==> src/hw/gui_params.svh <==
// gui parameters: coordinate and colour widths, button placement, bitmap geometry and colours
`ifndef GUI_PARAMS_SVH
`define GUI_PARAMS_SVH

// screen coordinates
`define GUI_COORD_W 16

// rgb565
`define GUI_COLOR_W 16

// touch area of one button
`define GUI_BTN_W 40
`define GUI_BTN_H 40

// bitmap sits centred in the touch area
`define GUI_BMP_OFS 10
`define GUI_BMP_W 20
`define GUI_BMP_H 20

// all buttons share one column
`define GUI_BTN_X 10

// top edges
`define GUI_START_Y 110
`define GUI_LEFT_Y 60
`define GUI_RIGHT_Y 260

// set bit is white, clear bit black
`define GUI_COLOR_FG 16'hffff
`define GUI_COLOR_BG 16'h0000

`endif
==> src/hw/gui_pkg.sv <==
// gui types: draw state, window rectangle, touch sample and the button bitmaps
`default_nettype none
`include "gui_params.svh"

package gui_pkg;

    // also names the button currently drawn
    typedef enum logic [1:0] {
        IDLE,
        START,
        LEFT,
        RIGHT
    } gui_state_e;

    typedef struct packed {
        logic [`GUI_COORD_W-1:0] xstart;
        logic [`GUI_COORD_W-1:0] xend;
        logic [`GUI_COORD_W-1:0] ystart;
        logic [`GUI_COORD_W-1:0] yend;
    } rect_t;

    typedef struct packed {
        logic                    touch;
        logic [`GUI_COORD_W-1:0] x;
        logic [`GUI_COORD_W-1:0] y;
    } touch_t;

    // bit 19 is the leftmost pixel
    typedef logic [`GUI_BMP_W-1:0] bmp_row_t;

    // rows 0..19 pause glyph, rows 20..39 run glyph
    localparam bmp_row_t bmp_start [2*`GUI_BMP_H] = '{
        20'b00000000000000000000,
        20'b11111111111111111110,
        20'b10000000000000000010,
        20'b01000000000000000100,
        20'b01000000000000000100,
        20'b00100000000000001000,
        20'b00100000000000001000,
        20'b00010000000000010000,
        20'b00010000000000010000,
        20'b00001000000000100000,
        20'b00001000000000100000,
        20'b00000100000001000000,
        20'b00000100000001000000,
        20'b00000010000010000000,
        20'b00000010000010000000,
        20'b00000001000100000000,
        20'b00000001000100000000,
        20'b00000000101000000000,
        20'b00000000101000000000,
        20'b00000000010000000000,
        20'b00000000000000000000,
        20'b00000000000000000000,
        20'b00000000000000000000,
        20'b00111111111111110000,
        20'b00111111111111110000,
        20'b00111111111111110000,
        20'b00000000000000000000,
        20'b00000000000000000000,
        20'b00000000000000000000,
        20'b00000000000000000000,
        20'b00000000000000000000,
        20'b00000000000000000000,
        20'b00000000000000000000,
        20'b00000000000000000000,
        20'b00111111111111110000,
        20'b00111111111111110000,
        20'b00111111111111110000,
        20'b00000000000000000000,
        20'b00000000000000000000,
        20'b00000000000000000000
    };

    // two stacked chevrons
    localparam bmp_row_t bmp_left [`GUI_BMP_H] = '{
        20'b00000000010000000000,
        20'b00000000101000000000,
        20'b00000001000100000000,
        20'b00000010000010000000,
        20'b00000100000001000000,
        20'b00001000000000100000,
        20'b00010000000000010000,
        20'b00100000000000001000,
        20'b01000000000000000100,
        20'b10000000000000000010,
        20'b00000000010000000000,
        20'b00000000101000000000,
        20'b00000001000100000000,
        20'b00000010000010000000,
        20'b00000100000001000000,
        20'b00001000000000100000,
        20'b00010000000000010000,
        20'b00100000000000001000,
        20'b01000000000000000100,
        20'b10000000000000000010
    };

    localparam bmp_row_t bmp_right [`GUI_BMP_H] = '{
        20'b10000000000000000010,
        20'b01000000000000000100,
        20'b00100000000000001000,
        20'b00010000000000010000,
        20'b00001000000000100000,
        20'b00000100000001000000,
        20'b00000010000010000000,
        20'b00000001000100000000,
        20'b00000000101000000000,
        20'b00000000010000000000,
        20'b10000000000000000010,
        20'b01000000000000000100,
        20'b00100000000000001000,
        20'b00010000000000010000,
        20'b00001000000000100000,
        20'b00000100000001000000,
        20'b00000010000010000000,
        20'b00000001000100000000,
        20'b00000000101000000000,
        20'b00000000010000000000
    };

endpackage

`default_nettype wire

==> src/hw/gui_top.sv <==
// gui top: three touch buttons sharing one draw sequencer and one bitmap streamer
`default_nettype none
`include "gui_params.svh"

module gui_top
    import gui_pkg::*;
(
    input  wire                     clk,
    input  wire                     arstn,
    input  wire touch_t             touch,   // screen coordinates
    input  wire                     draw,
    input  wire                     cnext,
    input  wire                     tft_done,
    output logic                    update,
    output logic                    tft_draw,
    output logic                    drawdone,
    output rect_t                   window,
    output logic [`GUI_COLOR_W-1:0] color,
    output logic                    start_state,   // 0 pause, 1 run
    output logic                    left_touched,
    output logic                    right_touched
);

    logic [2:0] pending;
    logic [2:0] ack;
    logic       load;
    gui_state_e cur;

    button_touch #(
        .RECT_Y (`GUI_START_Y),
        .TOGGLE (1'b1)
    ) u_start (
        .clk     (clk),
        .arstn   (arstn),
        .touch   (touch),
        .ack     (ack[0]),
        .touched (),
        .state   (start_state),
        .pending (pending[0])
    );

    button_touch #(
        .RECT_Y (`GUI_LEFT_Y),
        .TOGGLE (1'b0)
    ) u_left (
        .clk     (clk),
        .arstn   (arstn),
        .touch   (touch),
        .ack     (ack[1]),
        .touched (left_touched),
        .state   (),
        .pending (pending[1])
    );

    button_touch #(
        .RECT_Y (`GUI_RIGHT_Y),
        .TOGGLE (1'b0)
    ) u_right (
        .clk     (clk),
        .arstn   (arstn),
        .touch   (touch),
        .ack     (ack[2]),
        .touched (right_touched),
        .state   (),
        .pending (pending[2])
    );

    draw_sequencer u_seq (
        .clk      (clk),
        .arstn    (arstn),
        .draw     (draw),
        .tft_done (tft_done),
        .pending  (pending),
        .cur      (cur),
        .ack      (ack),
        .load     (load),
        .tft_draw (tft_draw),
        .drawdone (drawdone)
    );

    bitmap_streamer u_stream (
        .clk       (clk),
        .arstn     (arstn),
        .cur       (cur),
        .run_state (start_state),
        .load      (load),
        .cnext     (cnext),
        .window    (window),
        .color     (color)
    );

    assign update = |pending;   // any button waiting for a redraw

endmodule

`default_nettype wire

==> src/hw/draw_sequencer.sv <==
// draw sequencer: walks the three buttons and hands pending ones to the tft controller
`default_nettype none

module draw_sequencer
    import gui_pkg::*;
(
    input  wire        clk,
    input  wire        arstn,
    input  wire        draw,
    input  wire        tft_done,
    input  wire  [2:0] pending,   // start, left, right
    output gui_state_e cur,
    output logic [2:0] ack,
    output logic       load,
    output logic       tft_draw,
    output logic       drawdone
);

    gui_state_e nxt;
    logic [2:0] sel;
    logic       hit;
    logic       busy;   // transfer under way

    always_comb begin
        case (cur)
            START: begin
                sel = 3'b001;
                nxt = LEFT;
            end
            LEFT: begin
                sel = 3'b010;
                nxt = RIGHT;
            end
            RIGHT: begin
                sel = 3'b100;
                nxt = IDLE;
            end
            default: begin
                sel = 3'b000;
                nxt = draw ? START : IDLE;
            end
        endcase
    end

    assign hit = |(sel & pending);

    // first cycle of a button that needs drawing
    assign load     = hit && !busy;
    assign ack      = load ? sel : 3'b000;
    assign tft_draw = busy || load;
    assign drawdone = (cur == IDLE);

    always_ff @(posedge clk or negedge arstn) begin
        if (!arstn) begin
            cur  <= IDLE;
            busy <= 1'b0;
        end else if (cur == IDLE) begin
            cur <= nxt;
        end else if (busy) begin
            if (tft_done) begin
                cur  <= nxt;
                busy <= 1'b0;
            end
        end else if (hit) begin
            busy <= 1'b1;
        end else begin
            cur <= nxt;   // nothing to draw, one cycle only
        end
    end

    a_draw_in_button: assert property (@(posedge clk) disable iff (!arstn)
        tft_draw |-> cur != IDLE);

    a_ack_onehot: assert property (@(posedge clk) disable iff (!arstn)
        $onehot0(ack));

endmodule

`default_nettype wire

==> src/hw/bitmap_streamer.sv <==
// bitmap streamer: drawing window and pixel colours for the button being drawn
`default_nettype none
`include "gui_params.svh"

module bitmap_streamer
    import gui_pkg::*;
(
    input  wire                    clk,
    input  wire                    arstn,
    input  wire gui_state_e        cur,
    input  wire                    run_state,
    input  wire                    load,
    input  wire                    cnext,
    output rect_t                  window,
    output logic [`GUI_COLOR_W-1:0] color
);

    localparam int CW    = `GUI_COORD_W;
    localparam int CNT_W = $clog2(`GUI_BMP_W);
    localparam int IDX_W = $clog2(2 * `GUI_BMP_H);

    localparam logic [CW-1:0] WIN_X0 = CW'(`GUI_BTN_X + `GUI_BMP_OFS);
    localparam logic [CW-1:0] WIN_W1 = CW'(`GUI_BMP_W - 1);
    localparam logic [CW-1:0] WIN_H1 = CW'(`GUI_BMP_H - 1);

    localparam logic [CNT_W-1:0] COL_LAST = CNT_W'(`GUI_BMP_W - 1);
    localparam logic [CNT_W-1:0] ROW_LAST = CNT_W'(`GUI_BMP_H - 1);

    logic [CW-1:0]    win_y0;
    logic [CNT_W-1:0] col;
    logic [CNT_W-1:0] row;
    logic [IDX_W-1:0] start_idx;
    bmp_row_t         row_bits;
    logic             pix;

    always_comb begin
        case (cur)
            START:   win_y0 = CW'(`GUI_START_Y + `GUI_BMP_OFS);
            LEFT:    win_y0 = CW'(`GUI_LEFT_Y + `GUI_BMP_OFS);
            RIGHT:   win_y0 = CW'(`GUI_RIGHT_Y + `GUI_BMP_OFS);
            default: win_y0 = '0;
        endcase
    end

    // zero window while idle
    always_comb begin
        if (cur == IDLE) begin
            window = '0;
        end else begin
            window.xstart = WIN_X0;
            window.xend   = WIN_X0 + WIN_W1;
            window.ystart = win_y0;
            window.yend   = win_y0 + WIN_H1;
        end
    end

    // raster order, left to right then down
    always_ff @(posedge clk or negedge arstn) begin
        if (!arstn) begin
            col <= '0;
            row <= '0;
        end else if (load) begin
            col <= '0;
            row <= '0;
        end else if (cnext) begin
            if (col == COL_LAST) begin
                col <= '0;
                row <= (row == ROW_LAST) ? '0 : row + 1'b1;
            end else begin
                col <= col + 1'b1;
            end
        end
    end

    // run glyph lives in the second half of the start bitmap
    assign start_idx = IDX_W'(row) + (run_state ? IDX_W'(`GUI_BMP_H) : '0);

    always_comb begin
        case (cur)
            START:   row_bits = bmp_start[start_idx];
            LEFT:    row_bits = bmp_left[row];
            RIGHT:   row_bits = bmp_right[row];
            default: row_bits = '0;
        endcase
    end

    assign pix   = row_bits[COL_LAST - col];
    assign color = pix ? `GUI_COLOR_FG : `GUI_COLOR_BG;

    // the display only asks for pixels inside a button pass
    a_cnext_in_pass: assert property (@(posedge clk) disable iff (!arstn)
        cnext |-> cur != IDLE);

endmodule

`default_nettype wire

==> src/hw/button_touch.sv <==
// touch button: rectangle hit test, optional run-state toggle and redraw request
`default_nettype none
`include "gui_params.svh"

module button_touch
    import gui_pkg::*;
#(
    parameter int unsigned RECT_Y = 0,    // top edge of the touch area
    parameter bit          TOGGLE = 1'b0
) (
    input  wire         clk,
    input  wire         arstn,
    input  wire touch_t touch,
    input  wire         ack,
    output logic        touched,
    output logic        state,
    output logic        pending
);

    localparam int CW = `GUI_COORD_W;
    localparam logic [CW-1:0] X0 = CW'(`GUI_BTN_X);
    localparam logic [CW-1:0] X1 = CW'(`GUI_BTN_X + `GUI_BTN_W);
    localparam logic [CW-1:0] Y0 = CW'(RECT_Y);
    localparam logic [CW-1:0] Y1 = CW'(RECT_Y + `GUI_BTN_H);

    logic hit;
    logic touched_d;
    logic rise;
    logic set_req;

    // end edges are exclusive
    assign hit = touch.touch && (touch.x >= X0) && (touch.x < X1)
                 && (touch.y >= Y0) && (touch.y < Y1);

    assign rise    = touched && !touched_d;
    assign set_req = TOGGLE && rise;   // only a toggling button changes its picture

    always_ff @(posedge clk or negedge arstn) begin
        if (!arstn) begin
            touched   <= 1'b0;
            touched_d <= 1'b0;
        end else begin
            touched   <= hit;
            touched_d <= touched;
        end
    end

    always_ff @(posedge clk or negedge arstn) begin
        if (!arstn) begin
            state <= 1'b0;   // paused
        end else if (set_req) begin
            state <= !state;
        end
    end

    // redraw everything once after reset
    always_ff @(posedge clk or negedge arstn) begin
        if (!arstn) begin
            pending <= 1'b1;
        end else if (set_req) begin
            pending <= 1'b1;   // wins over a same-cycle ack
        end else if (ack) begin
            pending <= 1'b0;
        end
    end

    // a held touch flips the state only once
    a_state_on_edge: assert property (@(posedge clk) disable iff (!arstn)
        $changed(state) |-> $past(touched && !touched_d));

endmodule

`default_nettype wire

==> config.mk <==
export PLATFORM = sky130hd
export DESIGN_NAME = gui_top
export DESIGN_NICKNAME = d
export VERILOG_FILES = /design/src/hw/gui_pkg.sv /design/src/hw/gui_top.sv /design/src/hw/draw_sequencer.sv /design/src/hw/bitmap_streamer.sv /design/src/hw/button_touch.sv
export VERILOG_INCLUDE_DIRS = /design/src /design/src/hw
export SDC_FILE = /design/constraint.sdc
export NUM_CORES = 1
export LEC_CHECK = 0
export BUFFER_PORTS_ARGS = -buffer_cell sky130_fd_sc_hd__clkbuf_2
export CAP_MARGIN = 20
export CORE_MARGIN = 3
export CORE_UTILIZATION = 45
export CTS_CLUSTER_DIAMETER = 60
export DETAILED_ROUTE_END_ITERATION = 8
export PLACE_DENSITY = 0.77
export SLEW_MARGIN = 20
export SYNTH_ARGS = -nofsm -noshare
export SYNTH_HDL_FRONTEND = slang
export SYNTH_SLANG_ARGS = --single-unit
==> constraint.sdc <==
create_clock -name clk -period 4.3 [get_ports clk]
set_input_delay 0.43 -clock clk [delete_from_list [all_inputs] [get_ports clk]]
set_output_delay 0.43 -clock clk [all_outputs]
set_load 0.05 [all_outputs]
Word level (Yosys, flattened, before mapping)
Memories as Yosys holds them, arrays and structs flattened.
Cells that the tools add are included.
{ "classes": {"eq_ne": 7, "n_reduce_logical": 22, "bitwise_logic": 3, "n_mux": 33, "n_addsub": 5, "n_lt_le_gt_ge": 11} }
{ "ops": {"columns": ["operator", "n"], "rows": [
  ["2-to-1 mux 20 bit", 6],
  ["case mux 20 bit (3 select lines)", 1],
  ["2-to-1 mux 53 bit", 1],
  ["2-to-1 mux 5 bit", 8],
  ["case mux 9 bit (3 select lines)", 1],
  [">= comparator 16 x 4 -> 1 bit (second input constant)", 1],
  [">= comparator 16 x 6 -> 1 bit (second input constant)", 1],
  [">= comparator 16 x 7 -> 1 bit (second input constant)", 1],
  [">= comparator 16 x 9 -> 1 bit (second input constant)", 1],
  ["less-than comparator 16 x 6 -> 1 bit (second input constant)", 1],
  ["less-than comparator 16 x 7 -> 1 bit (second input constant)", 1],
  ["less-than comparator 16 x 8 -> 1 bit (second input constant)", 1],
  ["less-than comparator 16 x 9 -> 1 bit (second input constant)", 1],
  ["2-to-1 mux 16 bit", 1],
  ["adder 5 x 1 -> 5 bit (second input constant)", 2],
  ["adder 9 x 5 -> 10 bit (second input constant)", 1],
  ["equality test 5 bit (second input constant)", 2],
  ["logical AND 1 bit", 10],
  ["case mux 3 bit (3 select lines)", 1],
  ["2-to-1 mux 2 bit", 4],
  [">= comparator 7 bit (second input constant)", 1],
  ["2-to-1 mux 1 bit", 7],
  ["inverter 6 -> 7 bit", 1],
  ["adder 5 x 6 -> 6 bit", 1],
  ["17 further kinds", 25]
]} }
{ "word_totals": {"wordCells": 96, "rom_bits": 2560, "output_inout_bits": 86, "mem_count": 3, "ff_bits": 21, "in_bits": 38} }
{ "memory_table": {"columns": ["memory", "depth", "width", "rd", "rd_ports_with_merged_regs", "write_ports", "line_no", "rtl"], "rows": [
  ["(name not given)", 64, 20, 1, 0, 0, "bitmap_streamer.sv:80", "START: row_bits = bmp_start[start_idx];"],
  ["(name not given)", 32, 20, 1, 0, 0, "bitmap_streamer.sv:81", "LEFT: row_bits = bmp_left[row];"],
  ["(name not given)", 32, 20, 1, 0, 0, "bitmap_streamer.sv:82", "RIGHT: row_bits = bmp_right[row];"]
]} }

Logic depth before layout (Yosys ltp)
{ "depth": {"depth_word": 10, "ltp_mapped": 11, "depth_no_buf": 9} }

By module
Synthesis repeated with hierarchy kept, for this count alone.
{ "unflattened": {"cells_unflattened": 369, "area_unflattened_um2": 3076.7} }
{ "by_module_without_submodules": {"columns": ["mod", "seq_area_each_um2", "area_per_inst_um2", "cells_per_inst", "n_inst"], "rows": [
  ["bitmap_streamer", 250.2, 2202.1, 282, 1],
  ["button_touch at u_start", 101.3, 267.8, 24, 1],
  ["draw_sequencer", 75.1, 236.5, 24, 1],
  ["button_touch at u_left", 51.3, 185.2, 19, 1],
  ["button_touch at u_right", 51.3, 178.9, 19, 1],
  ["gui_top", 0.0, 6.3, 1, 1]
]} }

Worst setup path after synthesis
No wires, ideal clock.
{ "synth_path": {"path_type": "register to output", "from": "register u_start.state", "to": "output color[0]", "arrival_ns": 3.482, "path_stages_with_launch": 11, "required_time_ns": 3.870, "path_buffers": 2, "setup_slack_ns": 0.388, "cell_sequence": "dfrtp_1 > ha_1 > ha_1 > clkbuf_1 > or3b_1 > a21oi_1 > o21ai_0 > a2111oi_0 > a21boi_1 > a32oi_1 > buf_4"} }
{ "synth_via": {"elab_chain_len": 10} }
{ "synth_rtl": {"columns": ["item", "line_no", "rtl"], "rows": [
  ["start: declaration", "button_touch.sv:16", "output logic state,"],
  ["start signal: assignment", "button_touch.sv:52", "state <= !state;"],
  ["2-to-1 mux 5 bit", "bitmap_streamer.sv:76", "assign start_idx = IDX_W'(row) + (run_state ? IDX_W'(`GUI_BMP_H) : '0);"],
  ["adder 5 x 6 -> 6 bit", "bitmap_streamer.sv:76", null],
  ["inverter 6 -> 7 bit (implied by the code)", "bitmap_streamer.sv:80", null],
  ["memory (64 x 20 bit)", null, null],
  ["2-to-1 mux 20 bit (implied by the code) (2 in a row)", "bitmap_streamer.sv:80", null],
  ["case mux 20 bit (3 select lines)", "bitmap_streamer.sv:79", "case (cur)"],
  ["binary-select mux 1 bit (select 5 bit)", "bitmap_streamer.sv:87", "assign pix = row_bits[COL_LAST - col];"],
  ["2-to-1 mux 1 bit (implied by the code)", "bitmap_streamer.sv:87", null],
  ["named net u_stream.pix", "bitmap_streamer.sv:34", "logic pix;"],
  ["2-to-1 mux 16 bit (no source line)", null, null],
  ["end: declaration", "gui_top.sv:18", "output logic [`GUI_COLOR_W-1:0] color,"]
]} }
The timed path passes the listed nets, and every way through them passes these cells. The select of a mux whose other input is x is not followed.

Worst setup path after layout
{ "layout_path": {"from": "register u_start.state", "to": "output color[8]"} }
{ "layout_via": {"elab_chain_len": 10} }
{ "layout_rtl": {"columns": ["item", "line_no"], "rows": [
  ["2-to-1 mux 5 bit", "bitmap_streamer.sv:76"],
  ["adder 5 x 6 -> 6 bit", "bitmap_streamer.sv:76"],
  ["inverter 6 -> 7 bit (implied by the code)", "bitmap_streamer.sv:80"],
  ["memory (64 x 20 bit)", null],
  ["2-to-1 mux 20 bit (implied by the code) (2 in a row)", "bitmap_streamer.sv:80"],
  ["case mux 20 bit (3 select lines)", "bitmap_streamer.sv:79"],
  ["binary-select mux 1 bit (select 5 bit)", "bitmap_streamer.sv:87"],
  ["2-to-1 mux 1 bit (implied by the code)", "bitmap_streamer.sv:87"],
  ["2-to-1 mux 16 bit (no source line)", null]
]} }
No other way between the ends. The select of a mux whose other input is x is not followed.

==> flow_metrics.tcl <==
set metrics [dict create \
    status "complete, no violations" \
    fillers 565 \
    critical_path_cell_count 11 \
    core-area_mm2 0.00571 \
    area_delta_synth_final_pct 4.00 \
    grt_pass1_wl_um 10400 \
    crit_path_end_kind "output pin" \
    cpLargestDelayFamily "compound AO/OA/AOI/OAI gates" \
    cts_max_level 1 \
    port_buffers 78 \
    drv_slew 0 \
    cts_hold_buf 0 \
    cp_num_buf_inv 2 \
    tns_ps 0 \
    cp_max_fo 16 \
    drt_pass1_iterations 5 \
    cts_buffer_depth 2 \
    start_kind "flop" \
    vias 2485 \
    clkTransAtPathRegs_ps 90 \
    synth_edf_count 0 \
    min_period_ps 3920 \
    setup_viol 0 \
    synth_seq_cells 21 \
    yosysUniqueCellTypes 64 \
    avgSynthCellArea_um2 7.97 \
    cts_tree "done" \
    critPathMaxStageDelay_ps 500 \
    rows 27 \
    drtIter0Drc 177 \
    initial_core_util_pct 48.2 \
    clock_sink_count 21 \
    drc 0 \
    wl_per_cell_um 13.6 \
    crit_type "reg -> out" \
    dieArea_mm2 0.00709 \
    required_ps 3870 \
    hp-class "in -> async" \
    critical_path_arrival_ps 3490 \
    ys.flop_type "dfrtp_1" \
    cts_root_buffer "clkbuf_8" \
    insertedDiodeCount 0 \
    antenna_found_initial 0 \
    finalWirelength_um 6210 \
    fmaxAchievable_mhz 255 \
    reg2regPathDepth 9 \
    synthCells 345 \
    synthArstFlopShare_pct 100 \
    grtUsageTotal_pct 17.3 \
    tightest_slew_ps 675 \
    fin_crit_sh_pct 91.3 \
    maxCapViolations 0 \
    rsz0062_at_grt "false" \
    rrSetupSlack_ps 1550 \
    grt_pass1_vias 2227 \
    ant_nets 0 \
    cts_buffers 3 \
    syn_area_mm2 0.00275 \
    reg2reg_to "u_stream.row[4]" \
    r2r-start "u_seq.cur[0]" \
    drive_above_1_share_pct 27.2 \
    die_width_um 84.2 \
    worstSkewPairLatency_ps 270 \
    grt_max_degree 22 \
    gp_congestion 0.951 \
    ios 124 \
    ys_seq_area_share_pct 19.2 \
    relSlewSlack_pct 53.8 \
    path_cells "ha_1 > ha_2 > nor3b_1 > a21oi_1 > a31oi_1 > nor4b_1 > a2111oi_0 > a21boi_1 > a32oi_1 > buf_4 > clkbuf_2" \
    hpwl_um 4980 \
    overflow 0 \
    fin_nets 443 \
    crit_slowest_cell "ha_2" \
    skew_ps 5.84 \
    finalHoldViolCount 0 \
    ys_warn_count 0 \
    dieHeight_um 84.2 \
    viasPerCell 5.43 \
]
[kinds of logic (layout without fill, tap and decap cells)]
logic type,Yosys count,in the layout,synth area share (%)
AND/OR/NAND/NOR,100,100,20.1
flip-flops,21,21,19.2
AO/OA/AOI/OAI,89,89,23.1
adder cells (fa/ha/maj),18,18,8.19
multiplexers,7,7,2.73
buffers and inverters,104,103,24.7
XOR/XNOR,5,5,1.87
other,1,43,0.136
[metal layers]
metal / GRT usage, % / routed length (um) / up-vias
met5: 0 / 0 / -
met4: 5.12 / 87 / 0
met3: 1.28 / 497 / 7
met2: 29.0 / 2970 / 122
met1: 23.8 / 2650 / 1146
li1: - / - / 1210
[cells in the final DEF (no fill, tap or decap), types with 5 or more instances in the layout]
cell type   n
a21oi_1    10
nand3_1    11
dfrtp_1    18
ha_1       17
nor4_1      6
clkbuf_2   78
o21ai_0    25
nand2_1    23
nor2_1     23
nor3_1      5
conb_1     43
inv_1      17
[how the worst max path moves through the flow]
stage,end,slack (ps),start
6_report,color[8],380,u_start.state
5_1_grt,color[14],80,u_start.state
3_5_place_dp,color[1],550,u_start.state
3_3_place_gp,color[0],600,u_start.state
2_1_floorplan,color[0],390,u_start.state
4_1_cts,color[1],230,u_start.state
[metrics by stage]
stage	hold slack (ps)	util, %	std cells	worst slack [ps]	area, um2
2_1_floorplan	134	-	387	388	2910
3_3_place_gp	364	49.1	454	601	2800
3_5_place_dp	372	49.1	454	550	2800
4_1_cts	141	50.0	458	233	2850
5_1_grt	173	50.1	458	76.8	2860
6_report	121	50.1	458	376	2860
[sequential cells by signal, summed over array words and instances, names as in the netlist]
signal / cells
u_left.pending: 1
u_left.touched: 1
u_right.pending: 1
u_right.touched: 1
u_seq.busy: 1
u_seq.cur: 2
u_start.pending: 1
u_start.state: 1
u_start.touched: 1
u_start.touched_d: 1
u_stream.col: 5
u_stream.row: 5
[cells in the mapped netlist, types with 4 or more instances]
| library cell | number | area, um2 |
|---|---|---|
| buf_4 | 74 | 556 |
| o21ai_0 | 25 | 125 |
| nand2_1 | 23 | 86.3 |
| nor2_1 | 23 | 86.3 |
| dfrtp_1 | 18 | 450 |
| ha_1 | 18 | 225 |
| inv_1 | 17 | 63.8 |
| nand3_1 | 11 | 55.1 |
| a21oi_1 | 10 | 50.1 |
| clkbuf_1 | 10 | 37.5 |
| nor4_1 | 6 | 37.5 |
| nor3_1 | 5 | 25.0 |
| a211oi_1 | 4 | 30.0 |
| a221oi_1 | 4 | 35.0 |
| a31oi_1 | 4 | 25.0 |
| and3b_1 | 4 | 35.0 |
| mux2_2 | 4 | 45.0 |
| nor2b_1 | 4 | 25.0 |
| xnor2_1 | 4 | 35.0 |
[what timing repair did]
| item | CTS | global route |
|---|---|---|
| setup buffers | 0 | 0 |
| setup endpoints to repair | 0 | 16 |
| resized for setup | 0 | 2 |
[layout make-up]
type | instances | area, um2 | area share [%]
inverter | 17 | 63.8 | 2.23
multi-input combinational | 262 | 1710 | 59.7
tap | 72 | 90.1 | 3.15
clock inverter | 1 | 7.51 | 0.262
sequential | 21 | 529 | 18.5
clock buffer | 3 | 41.3 | 1.44
timing repair buffer | 82 | 420 | 14.7
[worst reg2reg max path, cell delays in order, from the launching register on]
cell and delay [ps]:
dfrtp_1 450, inv_1 110, ha_1 480, a222oi_1 230
nor2_1 480, a41o_1 270, o21a_1 260, a31oi_1 120
a2bb2oi_1 150, o22ai_1 120
Power is not shown: default switching activity piles up to over one toggle a cycle in this logic, so the estimate is an artifact.
